## src/scalerPkg.sv

```systemverilog
/*
 * Shared widths, fixed-point constants, pixel and coordinate types,
 * stage-to-stage item structs and handshake state encodings
 */
package scalerPkg;

    // One RGB 5-6-5 pixel
    localparam int unsigned pixelBits = 16;
    // Widest colour channel, which is green
    localparam int unsigned channelBits = 6;
    // Column index width, lines up to 2048 pixels
    localparam int unsigned columnBits = 11;
    // Fraction width of coordinates and of the shrink factor
    localparam int unsigned fractionBits = 6;

    // 1.0 and 0.5 in the fraction format
    localparam int unsigned fractionOne = 1 << fractionBits;
    localparam int unsigned fractionHalf = 1 << (fractionBits - 1);

    // Red sits in the top 5 bits, green in the middle 6 and blue in the bottom 5
    typedef logic [pixelBits-1:0] pixel_t;
    typedef logic [columnBits-1:0] column_t;
    typedef logic [fractionBits-1:0] fraction_t;
    // Shrink factor in 1.6 fixed point, 64 is unity
    typedef logic [fractionBits:0] shrink_t;
    // Upstream coordinate with whole column above the fraction
    typedef logic [columnBits+fractionBits-1:0] coord_t;

    // Coordinate generator to pixel window
    typedef struct packed {
        column_t column;
        fraction_t fraction;
        logic last;
    } coordItem_t;

    // Pixel window to blend stage
    typedef struct packed {
        pixel_t left;
        pixel_t right;
        fraction_t fraction;
        logic last;
    } blendItem_t;

    // Blend stage to output port
    typedef struct packed {
        pixel_t pixel;
        logic last;
    } outItem_t;

    // Upstream fetch handshake
    typedef enum logic [1:0] {
        windowIdle,
        windowRequest,
        windowRelease
    } windowState_t;

    // Downstream delivery handshake
    typedef enum logic [1:0] {
        portIdle,
        portRequest,
        portRelease
    } portState_t;

endpackage

```

## src/horizontalStretch.sv

```systemverilog
/*
 * Horizontal line scaler top level chaining coordinate generation,
 * pixel window, blend and output port
 */
`timescale 1ns/100ps

module horizontalStretch import scalerPkg::*; (
    input  logic    scalerClock,
    input  logic    reset,
    input  logic    start,
    input  shrink_t shrinkFactor,
    input  column_t outputWidth,
    output logic    busy,
    output logic    pixelReq,
    input  logic    pixelAck,
    input  pixel_t  upstreamPixel,
    output pixel_t  outPixel,
    output logic    outReq,
    input  logic    outAck
);

    // Coordinate stage to window
    coordItem_t coordItem;
    logic coordValid;
    logic coordReady;

    // Window to blend stage
    blendItem_t blendItem;
    logic blendValid;
    logic blendReady;

    // Blend stage to output port
    outItem_t outItem;
    logic outValid;
    logic outReady;

    // End of line from the output port back to the busy flag
    logic lineDone;

    scalerCoordGen scalerCoordGen_inst (
        .scalerClock  (scalerClock),
        .reset        (reset),
        .start        (start),
        .shrinkFactor (shrinkFactor),
        .outputWidth  (outputWidth),
        .busy         (busy),
        .lineDone     (lineDone),
        .coordItem    (coordItem),
        .coordValid   (coordValid),
        .coordReady   (coordReady)
    );

    scalerPixelWindow scalerPixelWindow_inst (
        .scalerClock   (scalerClock),
        .reset         (reset),
        .start         (start),
        .coordItem     (coordItem),
        .coordValid    (coordValid),
        .coordReady    (coordReady),
        .pixelReq      (pixelReq),
        .pixelAck      (pixelAck),
        .upstreamPixel (upstreamPixel),
        .blendItem     (blendItem),
        .blendValid    (blendValid),
        .blendReady    (blendReady)
    );

    scalerBlend scalerBlend_inst (
        .scalerClock (scalerClock),
        .reset       (reset),
        .blendItem   (blendItem),
        .blendValid  (blendValid),
        .blendReady  (blendReady),
        .outItem     (outItem),
        .outValid    (outValid),
        .outReady    (outReady)
    );

    scalerOutputPort scalerOutputPort_inst (
        .scalerClock (scalerClock),
        .reset       (reset),
        .outItem     (outItem),
        .outValid    (outValid),
        .outReady    (outReady),
        .outPixel    (outPixel),
        .outReq      (outReq),
        .outAck      (outAck),
        .lineDone    (lineDone)
    );

endmodule

```

## src/scalerBlend.sv

```systemverilog
/*
 * Registered per-channel linear blend of the left and right pixels
 */
`timescale 1ns/100ps

module scalerBlend import scalerPkg::*; (
    input  logic       scalerClock,
    input  logic       reset,
    input  blendItem_t blendItem,
    input  logic       blendValid,
    output logic       blendReady,
    output outItem_t   outItem,
    output logic       outValid,
    input  logic       outReady
);

    logic [channelBits-1:0] mixedRed;
    logic [channelBits-1:0] mixedGreen;
    logic [channelBits-1:0] mixedBlue;
    logic transfer;

    // Weighted sum of one channel, truncated back to channel width
    function automatic logic [channelBits-1:0] mixChannel(
        input logic [channelBits-1:0] left,
        input logic [channelBits-1:0] right,
        input fraction_t fraction
    );
        logic [fractionBits:0] leftWeight;
        logic [channelBits+fractionBits-1:0] sum;
        leftWeight = (fractionBits+1)'(fractionOne) - fraction;
        // A zero fraction gives the left channel times 64, so it passes unchanged
        sum = left * leftWeight + right * fraction;
        return sum[channelBits+fractionBits-1:fractionBits];
    endfunction

    // Red and blue are zero-extended to the green width
    always_comb begin
        mixedRed = mixChannel({1'b0, blendItem.left[15:11]}, {1'b0, blendItem.right[15:11]},
                              blendItem.fraction);
        mixedGreen = mixChannel(blendItem.left[10:5], blendItem.right[10:5],
                                blendItem.fraction);
        mixedBlue = mixChannel({1'b0, blendItem.left[4:0]}, {1'b0, blendItem.right[4:0]},
                               blendItem.fraction);
    end

    // The held item may leave and be replaced in the same cycle
    assign blendReady = !outValid || outReady;
    assign transfer = blendValid && blendReady;

    always_ff @(posedge scalerClock or posedge reset) begin
        if (reset) begin
            outValid <= 1'b0;
        end else if (transfer) begin
            outValid <= 1'b1;
        end else if (outReady) begin
            outValid <= 1'b0;
        end
    end

    always_ff @(posedge scalerClock) begin
        if (transfer) begin
            outItem.pixel <= {mixedRed[4:0], mixedGreen, mixedBlue[4:0]};
            outItem.last <= blendItem.last;
        end
    end

endmodule

```

## src/scalerCoordGen.sv

```systemverilog
/*
 * Coordinate generator that maps each output column to an upstream
 * coordinate and owns the line busy flag
 */
`timescale 1ns/100ps

module scalerCoordGen import scalerPkg::*; (
    input  logic       scalerClock,
    input  logic       reset,
    input  logic       start,
    input  shrink_t    shrinkFactor,
    input  column_t    outputWidth,
    output logic       busy,
    input  logic       lineDone,
    output coordItem_t coordItem,
    output logic       coordValid,
    input  logic       coordReady
);

    coord_t accumulator;
    coord_t centerOffset;
    shrink_t shrinkHeld;
    column_t columnCount;
    column_t lastColumn;
    logic startAccepted;
    logic transfer;

    // A start pulse during a line is dropped
    assign startAccepted = start && !busy;
    assign transfer = coordValid && coordReady;

    // Half the factor centers the sample, minus one half once the factor reaches 1.0
    assign centerOffset = coord_t'(shrinkFactor >> 1)
        - ((shrinkFactor >= shrink_t'(fractionOne)) ? coord_t'(fractionHalf) : '0);

    assign coordItem = '{
        column: accumulator[columnBits+fractionBits-1:fractionBits],
        fraction: accumulator[fractionBits-1:0],
        last: (columnCount == lastColumn)
    };

    always_ff @(posedge scalerClock or posedge reset) begin
        if (reset) begin
            busy <= 1'b0;
            coordValid <= 1'b0;
        end else begin
            if (startAccepted) begin
                busy <= 1'b1;
                coordValid <= 1'b1;
            end else begin
                // The output port reports when the last pixel has left
                if (lineDone) begin
                    busy <= 1'b0;
                end
                if (transfer && coordItem.last) begin
                    coordValid <= 1'b0;
                end
            end
        end
    end

    // Accumulator and column count step once per accepted coordinate
    always_ff @(posedge scalerClock) begin
        if (startAccepted) begin
            shrinkHeld <= shrinkFactor;
            lastColumn <= outputWidth - column_t'(1);
            accumulator <= centerOffset;
            columnCount <= '0;
        end else if (transfer) begin
            accumulator <= accumulator + coord_t'(shrinkHeld);
            columnCount <= columnCount + column_t'(1);
        end
    end

endmodule

```

## src/scalerOutputPort.sv

```systemverilog
/*
 * Output port that offers each blended pixel over a four-phase req/ack
 * handshake and flags the end of the line
 */
`timescale 1ns/100ps

module scalerOutputPort import scalerPkg::*; (
    input  logic     scalerClock,
    input  logic     reset,
    input  outItem_t outItem,
    input  logic     outValid,
    output logic     outReady,
    output pixel_t   outPixel,
    output logic     outReq,
    input  logic     outAck,
    output logic     lineDone
);

    portState_t state;
    outItem_t heldItem;

    // Only take a new pixel once the previous handshake has fully closed
    assign outReady = (state == portIdle);
    assign outReq = (state == portRequest);
    // Held register keeps the pixel stable for the whole request phase
    assign outPixel = heldItem.pixel;

    // Handshake of the final pixel closes when the sink drops its ack
    assign lineDone = (state == portRelease) && !outAck && heldItem.last;

    always_ff @(posedge scalerClock or posedge reset) begin
        if (reset) begin
            state <= portIdle;
        end else begin
            case (state)
                portIdle: begin
                    if (outValid) begin
                        state <= portRequest;
                    end
                end
                portRequest: begin
                    if (outAck) begin
                        state <= portRelease;
                    end
                end
                portRelease: begin
                    if (!outAck) begin
                        state <= portIdle;
                    end
                end
                default: begin
                    state <= portIdle;
                end
            endcase
        end
    end

    always_ff @(posedge scalerClock) begin
        if (outValid && outReady) begin
            heldItem <= outItem;
        end
    end

endmodule

```

## src/scalerPixelWindow.sv

```systemverilog
/*
 * Two-pixel upstream window that fetches pixels over a four-phase
 * req/ack port and pairs each coordinate with its left and right pixels
 */
`timescale 1ns/100ps

module scalerPixelWindow import scalerPkg::*; (
    input  logic       scalerClock,
    input  logic       reset,
    input  logic       start,
    input  coordItem_t coordItem,
    input  logic       coordValid,
    output logic       coordReady,
    output logic       pixelReq,
    input  logic       pixelAck,
    input  pixel_t     upstreamPixel,
    output blendItem_t blendItem,
    output logic       blendValid,
    input  logic       blendReady
);

    windowState_t state;
    pixel_t leftPixel;
    pixel_t rightPixel;
    column_t rightColumn;
    logic haveLeft;
    logic haveRight;
    logic fractionNonZero;
    logic pairMatch;
    logic rightMatch;
    logic satisfied;
    logic coordTransfer;
    logic fetchDone;

    assign fractionNonZero = |coordItem.fraction;

    // Left pixel at the whole column with its neighbour on the right
    assign pairMatch = haveLeft && haveRight
        && (rightColumn == coordItem.column + column_t'(1));
    // With a zero fraction the newest pixel alone is enough
    assign rightMatch = haveRight && (rightColumn == coordItem.column);

    assign satisfied = fractionNonZero ? pairMatch : (pairMatch || rightMatch);

    // A coordinate leaves once its pixels are held and the output register is free
    assign coordReady = satisfied && (!blendValid || blendReady);
    assign coordTransfer = coordValid && coordReady;

    assign pixelReq = (state == windowRequest);
    assign fetchDone = (state == windowRequest) && pixelAck;

    // Fetch FSM, one full four-phase handshake per refill
    always_ff @(posedge scalerClock or posedge reset) begin
        if (reset) begin
            state <= windowIdle;
        end else begin
            case (state)
                windowIdle: begin
                    if (coordValid && !satisfied) begin
                        state <= windowRequest;
                    end
                end
                windowRequest: begin
                    if (pixelAck) begin
                        state <= windowRelease;
                    end
                end
                windowRelease: begin
                    // No new request until the source has dropped its ack
                    if (!pixelAck) begin
                        state <= windowIdle;
                    end
                end
                default: begin
                    state <= windowIdle;
                end
            endcase
        end
    end

    // Slot flags; a start between lines empties the window
    always_ff @(posedge scalerClock or posedge reset) begin
        if (reset) begin
            haveLeft <= 1'b0;
            haveRight <= 1'b0;
            blendValid <= 1'b0;
        end else begin
            if (start && !coordValid) begin
                haveLeft <= 1'b0;
                haveRight <= 1'b0;
            end else if (fetchDone) begin
                haveLeft <= haveRight;
                haveRight <= 1'b1;
            end
            if (coordTransfer) begin
                blendValid <= 1'b1;
            end else if (blendReady) begin
                blendValid <= 1'b0;
            end
        end
    end

    // New pixel enters on the right and the old right pixel moves left
    always_ff @(posedge scalerClock) begin
        if (fetchDone) begin
            leftPixel <= rightPixel;
            rightPixel <= upstreamPixel;
            rightColumn <= haveRight ? rightColumn + column_t'(1) : '0;
        end
        if (coordTransfer) begin
            blendItem.left <= (!fractionNonZero && rightMatch) ? rightPixel : leftPixel;
            blendItem.right <= rightPixel;
            blendItem.fraction <= coordItem.fraction;
            blendItem.last <= coordItem.last;
        end
    end

endmodule

```

## config.mk

```make
export PLATFORM = sky130hd
export DESIGN_NAME = horizontalStretch
export DESIGN_NICKNAME = d
export VERILOG_FILES = /design/src/scalerPkg.sv /design/src/horizontalStretch.sv /design/src/scalerBlend.sv /design/src/scalerCoordGen.sv /design/src/scalerOutputPort.sv /design/src/scalerPixelWindow.sv
export SDC_FILE = /design/constraint.sdc
export NUM_CORES = 1
export LEC_CHECK = 0
export ABC_AREA = 1
export ABC_CLOCK_PERIOD_IN_PS = 12250
export CORE_MARGIN = 10
export CORE_UTILIZATION = 65
export CTS_CLUSTER_DIAMETER = 40
export CTS_CLUSTER_SIZE = 30
export DETAILED_ROUTE_END_ITERATION = 10
export DONT_BUFFER_PORTS = 1
export GPL_TIMING_DRIVEN = 0
export PLACE_DENSITY = 0.81
export RECOVER_POWER = 25
export SLEW_MARGIN = 15
export SYNTH_ARGS = -nofsm -noshare
export SYNTH_HDL_FRONTEND = slang
export SYNTH_SLANG_ARGS = --single-unit
```

## constraint.sdc

```tcl
create_clock -name scalerClock -period 12.25 [get_ports scalerClock]
set_input_delay 0.6125 -clock scalerClock [delete_from_list [all_inputs] [get_ports scalerClock]]
set_output_delay 0.6125 -clock scalerClock [all_outputs]
set_load 0.02 [all_outputs]
```

# Yosys cells after proc, flatten, opt, wreduce, memory -nomap -nowiden

Index checks and enable logic that the tools add are counted.

Register bits: 172
Input bits: 39
Output and inout bits: 19
Logic and storage cells: 114

Add/sub/neg operators: 10
Multipliers: 6
Magnitude comparators: 1
Equality and inequality tests: 13
Muxes and demuxes: 25
Reductions and logical operators: 36

Operators by type and width:

| operator                                                 | number |
|---|---|
| 2-to-1 mux 17 bit                                        | 2 |
| adder 11 x 1 -> 11 bit, second input constant            | 3 |
| equality test 11 bit                                     | 3 |
| adder 11 bit                                             | 2 |
| multiplier 5 x 6 -> 11 bit                               | 2 |
| multiplier 5 x 7 -> 11 bit                               | 2 |
| adder 17 x 7 -> 17 bit                                   | 1 |
| subtractor 6 x 17 -> 17 bit                              | 1 |
| 2-to-1 mux 16 bit                                        | 1 |
| logical AND 1 bit                                        | 15 |
| 2-to-1 mux 1 bit                                         | 13 |
| adder 12 bit                                             | 1 |
| multiplier 6 x 6 -> 12 bit                               | 1 |
| multiplier 6 x 7 -> 12 bit                               | 1 |
| 2-to-1 mux 2 bit                                         | 6 |
| case mux 2 bit (3 select lines)                          | 2 |
| nonzero test 2 bit                                       | 6 |
| subtractor 11 x 1 -> 11 bit, second input constant       | 1 |
| inequality test 2 x 1 -> 1 bit, second input constant    | 4 |
| greater-or-equal comparator 7 bit, second input constant | 1 |
| logical NOT 1 bit                                        | 7 |
| subtractor 7 x 6 -> 7 bit, first input constant          | 1 |
| 2-to-1 mux 6 bit                                         | 1 |
| AND reduction 3 bit                                      | 2 |
| 6 further kinds                                          | 12 |

# Depth between registers and ports, before layout

Gate-level depths: netlist of the first run.

Depth after elaboration: 10
Gate-level depth with buffers: 28
Depth with buffers taken out: 26

# Hierarchy

A second synthesis of the first run with hierarchy kept.

Cell total of the unflattened synthesis: 1698
Area, all modules: 14726.6 um^2

Modules (own cells, without submodules):

| module            | times used | cells each | area each (um^2) | seq. area each (um^2) |
|---|---|---|---|---|
| scalerBlend       | 1          | 979        | 7512.2           | 535.5 |
| scalerPixelWindow | 1          | 324        | 3699.8           | 2587.5 |
| scalerCoordGen    | 1          | 345        | 2770.2           | 1321.3 |
| scalerOutputPort  | 1          | 50         | 744.5            | 560.5 |

# Worst setup path before layout of the first run

OpenSTA, ideal clock, no wires.

Path type: register to register
From: register, netlist name scalerPixelWindow_inst.blendItem[2]
To: register, netlist name scalerBlend_inst.outItem[5]
Setup time: 262 ps
Data arrival time: 5800 ps
Data required time: 11988 ps
Setup slack: 6188 ps
Cell stages (with the launch flop): 29
Path buffers: 3
Clock period less this slack: 6062 ps
Cells stage by stage: edfxtp_1 -> clkbuf_1 -> buf_1 -> inv_1 -> ha_1 -> inv_1 -> or2_1 -> nor2_1 -> nand2_1 -> nand2_1 -> inv_1 -> clkbuf_1 -> nand2_1 -> fa_1 -> inv_1 -> fa_1 -> fa_1 -> fa_1 -> inv_1 -> fa_1 -> inv_1 -> ha_1 -> a21oi_1 -> o21ai_0 -> a21oi_1 -> o21ai_0 -> a21o_1 -> a21oi_1 -> xor2_1

Longest elaborated chain between the ends: 3
Elaborated cells between the ends (all ways): 4
Classes of those cells: 2 x add/sub; 2 x mul

Ends and longest elaborated chain:

| item                              | line              | RTL |
|---|---|---|
| subtractor 7 x 6 -> 7 bit         | scalerBlend.sv:30 | `leftWeight = (fractionBits+1)'(fractionOne) - fraction;` |
| multiplier 5 x 7 -> 11 bit        | scalerBlend.sv:32 | `sum = left * leftWeight + right * fraction;` |
| adder 11 bit *                    | scalerBlend.sv:32 |  |
| via scalerBlend_inst.mixedBlue[4] | scalerBlend.sv:19 | `logic [channelBits-1:0] mixedBlue;` |

Mark *: on every way through the listed nets, which the timed path passes. The rest lies on a longest branch.
A chain may end at the register's enable or synchronous reset.

# Worst setup path in the final report of the first run

From: register, netlist name scalerPixelWindow_inst.blendItem[2]
To: register, netlist name scalerBlend_inst.outItem[5]

Longest elaborated chain between the ends: 3
Elaborated cells between the ends (all ways): 4
Classes of those cells: 2 x add/sub; 2 x mul

Ends and longest elaborated chain:

| item                              | line |
|---|---|
| subtractor 7 x 6 -> 7 bit         | scalerBlend.sv:30 |
| multiplier 5 x 7 -> 11 bit        | scalerBlend.sv:32 |
| adder 11 bit *                    | scalerBlend.sv:32 |
| via scalerBlend_inst.mixedBlue[4] | scalerBlend.sv:19 |

Marks and branches as above.

==> results of run 1 <==
power groups by stage:
stage / clock network, W / logic [W] / registers [W]
finish: 0.000505 / 0.000194 / 0.000743
global route: 0.000534 / 0.000221 / 0.000747
CTS: 0.000510 / 0.000193 / 0.000742
detailed placement: 0 / 0.000191 / 0.000754
global placement: 0 / 0.000178 / 0.000754
floorplan: 0 / 0.000145 / 0.000742
cell usage after synthesis (3+ instances only):
cell type,n
xnor2_1,27
fa_1,132
nand4_1,16
inv_1,344
o21ai_0,31
dfrtp_1,10
nand3_2,3
clkbuf_1,17
edfxtp_1,151
ha_1,104
a21o_1,3
inv_2,4
nand2_1,386
nor3_1,20
nor2_2,6
nor2_1,80
buf_1,7
o21bai_1,4
xor2_1,39
nor4_1,6
nand2_2,4
nand3_1,37
buf_4,17
a21oi_1,41
dfxtp_1,11
buf_2,3
layer usage:
layer | up-vias | wire (um)
met1 | 4720 | 11400
li1 | 4744 | -
met2 | 393 | 15000
met4 | 0 | 1100
met5 | - | 0
met3 | 102 | 2100
final cells by class:
cell class | count | area (um^2) | area share
inverters | 349 | 1310 | 0.0881
plain buffers | 45 | 239 | 0.0160
flip-flops and latches | 172 | 5000 | 0.336
clock inverters | 12 | 108 | 0.00722
repair buffers | 3 | 46.3 | 0.00311
clock buffers | 20 | 437 | 0.0293
multi-input cells | 963 | 7410 | 0.497
well taps | 275 | 344 | 0.0231
cell usage in the layout (no fill, tap or decap), types with 8 or more instances in the layout:
master,count
nand2_1,386
inv_1,343
edfxtp_1,151
fa_1,132
ha_1,104
nor2_1,78
a21oi_1,41
xor2_1,39
nand3_1,37
o21ai_0,31
xnor2_1,27
nor3_1,20
clkbuf_1,19
buf_4,17
clkbuf_16,17
nand4_1,16
dfxtp_1,11
dfrtp_1,10
nor2_2,8
worst max path at each step:
stage / from / to / slack, ns / depth (start not counted)
floorplan: scalerPixelWindow_inst.blendItem[2]$_DFFE_PP_ / scalerBlend_inst.outItem[5]$_DFFE_PP_ / 6.19 / 28
global placement: scalerPixelWindow_inst.blendItem[2]$_DFFE_PP_ / scalerBlend_inst.outItem[5]$_DFFE_PP_ / 4.97 / 28
detailed placement: scalerPixelWindow_inst.blendItem[2]$_DFFE_PP_ / scalerBlend_inst.outItem[5]$_DFFE_PP_ / 4.91 / 28
CTS: scalerPixelWindow_inst.blendItem[2]$_DFFE_PP_ / scalerBlend_inst.outItem[5]$_DFFE_PP_ / 4.87 / 28
global route: scalerPixelWindow_inst.blendItem[2]$_DFFE_PP_ / scalerBlend_inst.outItem[5]$_DFFE_PP_ / 4.36 / 28
finish: scalerPixelWindow_inst.blendItem[2]$_DFFE_PP_ / scalerBlend_inst.outItem[5]$_DFFE_PP_ / 4.82 / 28
state kept, by name, indices dropped and copies added (netlist names), 2 cells and up:
name                                cells
scalerCoordGen_inst.columnCount        11
scalerPixelWindow_inst.rightColumn     11
scalerPixelWindow_inst.leftPixel       16
scalerPixelWindow_inst.state            2
scalerPixelWindow_inst.rightPixel      16
scalerCoordGen_inst.lastColumn         11
scalerOutputPort_inst.state             2
scalerCoordGen_inst.shrinkHeld          7
scalerOutputPort_inst.outPixel         16
scalerPixelWindow_inst.blendItem       39
scalerBlend_inst.outItem               17
scalerCoordGen_inst.accumulator        17
worst reg2reg max path, delay by kind of cell, from the launching register on:
kind,cells,cell delay (ns)
adders and majority gates,7,3.03
buffers and inverters,9,2.10
AOI/OAI and AO/OA,6,1.06
and+or+nand+nor,5,0.52
DFF,1,0.37
xor gates and xnor gates,1,0.09
metrics by stage:
step	util	std cells	total power, W
3_5_place_dp	0.681	1807	0.000945
6_report	0.707	1839	0.00144
2_1_floorplan	-	1529	0.000888
3_3_place_gp	0.679	1804	0.000933
5_1_grt	0.707	1839	0.00150
4_1_cts	0.707	1839	0.00145
kinds of logic after synthesis:
| logic type | after synthesis | synth area share |
|---|---|---|
| AOI/OAI and AO/OA | 92 | 0.0365 |
| xor gates and xnor gates | 66 | 0.0414 |
| adders and majority gates | 236 | 0.282 |
| buffers and inverters | 394 | 0.111 |
| DFF | 172 | 0.358 |
| and+or+nand+nor | 569 | 0.170 |
==> impl_metrics.toml, run 1 <==
[pwr]
seq_power_share = 0.515
swShare = 0.283
p_sw_w = 0.000408
power.leakage_nw = 7.53
clockPowerShare = 0.350
p_comb_frac = 0.135
p_per_area_nw_per_um2 = 96.7
vdd_drop_max_uv = 118
p_int_w = 0.00103

[global_routing]
grt_first_pass_wirelength_um = 49600
grt_overflow = 0
use_met1 = 0.247
grt_pass1_vias = 10600
top_usage_layer = "met2"
grt_max_degree = 42
antenna_found_initial = 0
grt_use_total = 0.217
globalRouteMet3Util = 0.0457
grtUsageMet2 = 0.384

[timing]
fmax_ghz = 0.135
finClkSkew_ns = 0.00993
worst_slew_pin_slew_ns = 0.870
holdWs_ns = 0.0405
min_period_ns = 7.43
tns_ns = 0
final-hold-violation-count = 0
rsz0062_at_grt = "false"
finalMaxSlewViolations = 0
period_share = 0.607
timing.final.ws_setup_ns = 4.82
max_slew_margin = 0.420
setup_viol = 0

[floorplan]
die_area_um2 = 27700
core-area_um2 = 21100
ios = 58
die_w_um = 167
rows = 53
die_h_um = 167
start_util = 0.662

[layout]
area_growth_pct = 6.74
drive_gt1_frac = 0.0531
design_area_um2 = 14900
fin_nets = 1826
fillCellCount = 1540
diodes = 0

[critical_path]
crit_required_ns = 12.43
setup.worst_path.start_class = "register"
timing.critical_path.mode_cell = "inv_1"
critPathMaxFanout = 10
timing.rr.start = "scalerPixelWindow_inst.blendItem[2]$_DFFE_PP_"
endpoint_kind = "register"
max_stage_delay_ns = 0.55
arrival_ns = 7.62
r2r-end = "scalerBlend_inst.outItem[5]$_DFFE_PP_"
r2r_cells = 28
cp_top_family = "adder cells"
cp_num_buf_inv = 9
criticalPathCategory = "reg -> reg"
regToRegSetupSlack_ns = 4.82
critPathSlowestCell = "clkbuf_1"

[yosys]
ys.flop_type = "edfxtp_1"
netlist_instances = 1529
synth_area_leaders = "edfxtp_1, fa_1, nand2_1"
synth-edff-count = 151
synth_nets = 1804
synth_largest_area_cell = "edfxtp_1"
synth_top_area_frac = 0.325
synth.distinct_cells = 47
synthArstFlopShare = 0.0581
ys_warn_count = 0
yosys_register_bits = 172
syn_area_per_cell_um2 = 9.13
yosysSeqAreaShare = 0.358
synth_area_um2 = 14000

[route]
drt_pass1_iterations = 6
ant_nets = 0
wl_per_cell_um = 16.1
detailroute.via_count = 9959
drt_iter0_drc = 900
wl_um = 29600
route.detailed.drc = 0
via_per_inst = 5.42

[clock_tree]
cts_setup_buffers = 0
cts_resized = 0
cts_tree = "yes"
clock_path_buffers = 2
clock_latency_ns = 0.44
htree_levels = 4
cts-hold-fix-buffers = 0
cts.sinks = 172
cts-root-buf = "clkbuf_16"
clk_pin_slew_worst_paths_ns = 0.07
numCtsBuffers = 17

[placed_design]
routabilityCongestion = 0.903
preCtsSetupSlack_ns = 4.91
place_area_um2 = 14400
post-dp-hpwl_um = 23100
port_buffers = 0

[outcome]
status = "finished, final reports clean"

[flow_run]
maxCapViolations = 0

[min_path]
hp-class = "in -> async"
Power figures use the tool's default switching activity.
==> run 2: changes to the inputs <==
- ABC_AREA: 1 -> 0
- ABC_CLOCK_PERIOD_IN_PS: 12250 -> 7100
- clock period: 12.25 -> 7.1 ns (I/O delays scaled with it)
==> impl_metrics.toml, run 2 <==
[critical_path]
arrival_ns = 7.01
timing.critical_path.mode_cell = "fa_1"
criticalPathCategory = "reg -> reg"
critPathMaxFanout = 10
crit_path_start = "scalerPixelWindow_inst.blendItem[4]$_DFFE_PP_"
critPathSlowestCell = "fa_1"
max_stage_delay_ns = 0.54
endpoint_kind = "register"
crit_path_cell_trace = "clkbuf_1 > or3_1 > nor3_1 > xnor2_1 > clkbuf_2 > nand2_1 > fa_1 > inv_1 > fa_1 > fa_1 > fa_1 > inv_1 > fa_1 > inv_1 > ha_1 > o41a_1 > and4_1 > a2111oi_0 > xnor2_1"
timing.rr.start = "scalerPixelWindow_inst.blendItem[4]$_DFFE_PP_"
setup.worst_path.start_class = "register"
crit_required_ns = 7.27

[pwr]
p_per_area_nw_per_um2 = 183
power.total_w = 0.00270
clockPowerShare = 0.339
swShare = 0.280
p_sw_w = 0.000756
power.leakage_nw = 6.37
seq_power_share = 0.495
p_comb_frac = 0.166
vdd_drop_max_uv = 239
p_int_w = 0.00194

[route]
route.met3.wl_um = 1640
detailroute.via_count = 8807
met2WireLength_um = 13900
wl_um = 27100
wl_per_cell_um = 17.6
ant_nets = 0
drt_iter0_drc = 721
via_per_inst = 5.72
highest_layer = "met4"
wl_met1_um = 10800
drt_pass1_iterations = 5
route.detailed.drc = 0

[clock_tree]
htree_levels = 4
clock_path_buffers = 2
cts_tree = "yes"
clock_latency_ns = 0.44
cts.sinks = 172
clk_pin_slew_worst_paths_ns = 0.07
cts-root-buf = "clkbuf_16"
numCtsBuffers = 17

[outcome]
status = "finished, final reports clean"

[yosys]
synth_largest_area_cell = "edfxtp_1"
synth_most_common_cell = "inv_1"
synth.distinct_cells = 63
ys.flop_type = "edfxtp_1"
ys_warn_count = 0
netlist_instances = 1222
yosys_register_bits = 172
synthArstFlopShare = 0.0581
synth_area_leaders = "edfxtp_1, fa_1, ha_1"
synth_nets = 1497
synth-edff-count = 151
synthTopCellsByCount = "inv_1, edfxtp_1, nand2_1, fa_1, and2_1"
synth_top_area_frac = 0.334
yosysSeqAreaShare = 0.368
syn_area_per_cell_um2 = 11.1
synth_area_um2 = 13600

[layout]
final_cell_mix = "inv_1, edfxtp_1, nand2_1"
largest_reg_flops = 39
regMostFlops = "scalerPixelWindow_inst.blendItem"
fin_nets = 1531
ff_latch_area_um2 = 5000
drive_gt1_frac = 0.0843
fillCellCount = 1420
diodes = 0
fin_util = 0.721
multi_input_area_um2 = 7670
area_growth_pct = 8.43
layout_commonest_cell = "inv_1"
top_regs = "scalerPixelWindow_inst.blendItem x39, scalerBlend_inst.outItem x17, scalerCoordGen_inst.accumulator x17"

[flow_run]
maxCapViolations = 0

[global_routing]
grt_first_pass_wirelength_um = 45300
grt_overflow = 0
antenna_found_initial = 0
grt_max_degree = 28
grt_use_total = 0.210
grt_pass1_vias = 9172

[timing]
setup_viol = 0
worst_slew_pin_slew_ns = 1.09
finClkSkew_ns = 0.0194
fmax_ghz = 0.146
finalMaxSlewViolations = 0
period_share = 0.963
rsz0062_at_grt = "false"
max_slew_margin = 0.272
holdWs_ns = 0.0131
tns_ns = 0
final-hold-violation-count = 0
min_period_ns = 6.84

[placed_design]
routabilityCongestion = 0.895
port_buffers = 0
post-dp-hpwl_um = 20600

[min_path]
min_from = "upstreamPixel[0]"
hp-class = "in -> reg"

[floorplan]
ios = 58
die_area_um2 = 27100
die_h_um = 165
start_util = 0.665
die_w_um = 165
core-area_um2 = 20400
rows = 52
run 2: changes by cell type after synthesis, moves of 7 or more:
cell      before  now
clkbuf_1      17   26
mux2_2         0   16
o21ai_0       31   20
and3_1         0    7
nand3_1       37   16
xnor2_1       27   62
xor2_1        39   26
and2_1         0  113
buf_1          7    0
nand2_1      386  134
a21oi_1       41   16
inv_1        344  172
nor2b_1        0   11
nor2_1        80   43
run 2: power by group through the flow:
stage / Sequential (W) / Clock, W / Combinational [W]
after floorplan: 0.00132 / 0 / 0.000348
after global placement: 0.00135 / 0 / 0.000408
after detailed placement: 0.00136 / 0 / 0.000438
after CTS: 0.00133 / 0.000929 / 0.000448
after global routing: 0.00135 / 0.000963 / 0.000508
final: 0.00134 / 0.000917 / 0.000448
run 2: repair_timing:
action	CTS	global route
cloned	0	0
gates resized for setup	6	7
hold buffers	10	0
endpoints found under the hold margin	19	0
setup endpoints to repair	3	3
buffers inserted	0	1
run 2: worst paths after layout:
path                                                                   to  slack (ns)  depth (start not counted)
min in group asynchronous     scalerPixelWindow_inst.state[1]$_DFFE_PP0P_        0.39                          2
max                                scalerBlend_inst.outItem[16]$_DFFE_PP_        0.26                         19
max reg2reg                        scalerBlend_inst.outItem[16]$_DFFE_PP_        0.26                         19
min reg2reg                   scalerOutputPort_inst.outPixel[9]$_DFFE_PP_        0.42                          0
max in group asynchronous      scalerCoordGen_inst.coordValid$_DFFE_PP0P_        6.36                          2
min                        scalerPixelWindow_inst.rightPixel[0]$_DFFE_PP_        0.01                          0
run 2: critical path: cells and delay by family, from the launching register on:
kind                     cells  cell delay (ns)
XOR/XNOR                     2             0.58
flip-flops                   1             0.37
adder cells (fa/ha/maj)      6             2.74
buffers and inverters        5             0.91
AO/OA/AOI/OAI                2             0.94
AND/OR/NAND/NOR              4             1.02
run 2: cells by family (layout without fill, tap and decap cells):
group	after synthesis	count (layout)	share of synthesized area
AND/OR/NAND/NOR	407	407	0.157
XOR/XNOR	91	91	0.0603
AO/OA/AOI/OAI	77	77	0.0402
adder cells (fa/ha/maj)	236	236	0.290
buffers and inverters	222	269	0.0697
multiplexers	17	17	0.0140
flip-flops	172	172	0.368
run 2: area by class of cell:
class / instances / share of cell area
Sequential cell: 172 / 0.340
Timing Repair Buffer: 16 / 0.0126
Clock buffer: 21 / 0.0328
Buffer: 49 / 0.0208
Multi-Input combinational cell: 828 / 0.521
Tap cell: 270 / 0.0229
Clock inverter: 11 / 0.00663
Inverter: 172 / 0.0438
run 2: layer usage:
metal,track usage,up-vias
li1,-,4080
met1,0.259,4353
met2,0.365,316
met3,0.0418,58
met4,0.0684,0
met5,0,-
run 2: per-stage QoR:
step / cells / area [um^2] / worst slack [ns]
final: 1539 / 14700 / 0.260
after global routing: 1539 / 14700 / 0.00421
after CTS: 1539 / 14700 / 0.00508
after detailed placement: 1497 / 14000 / -0.397
after global placement: 1492 / 13900 / -0.360
after floorplan: 1222 / 13600 / 0.989
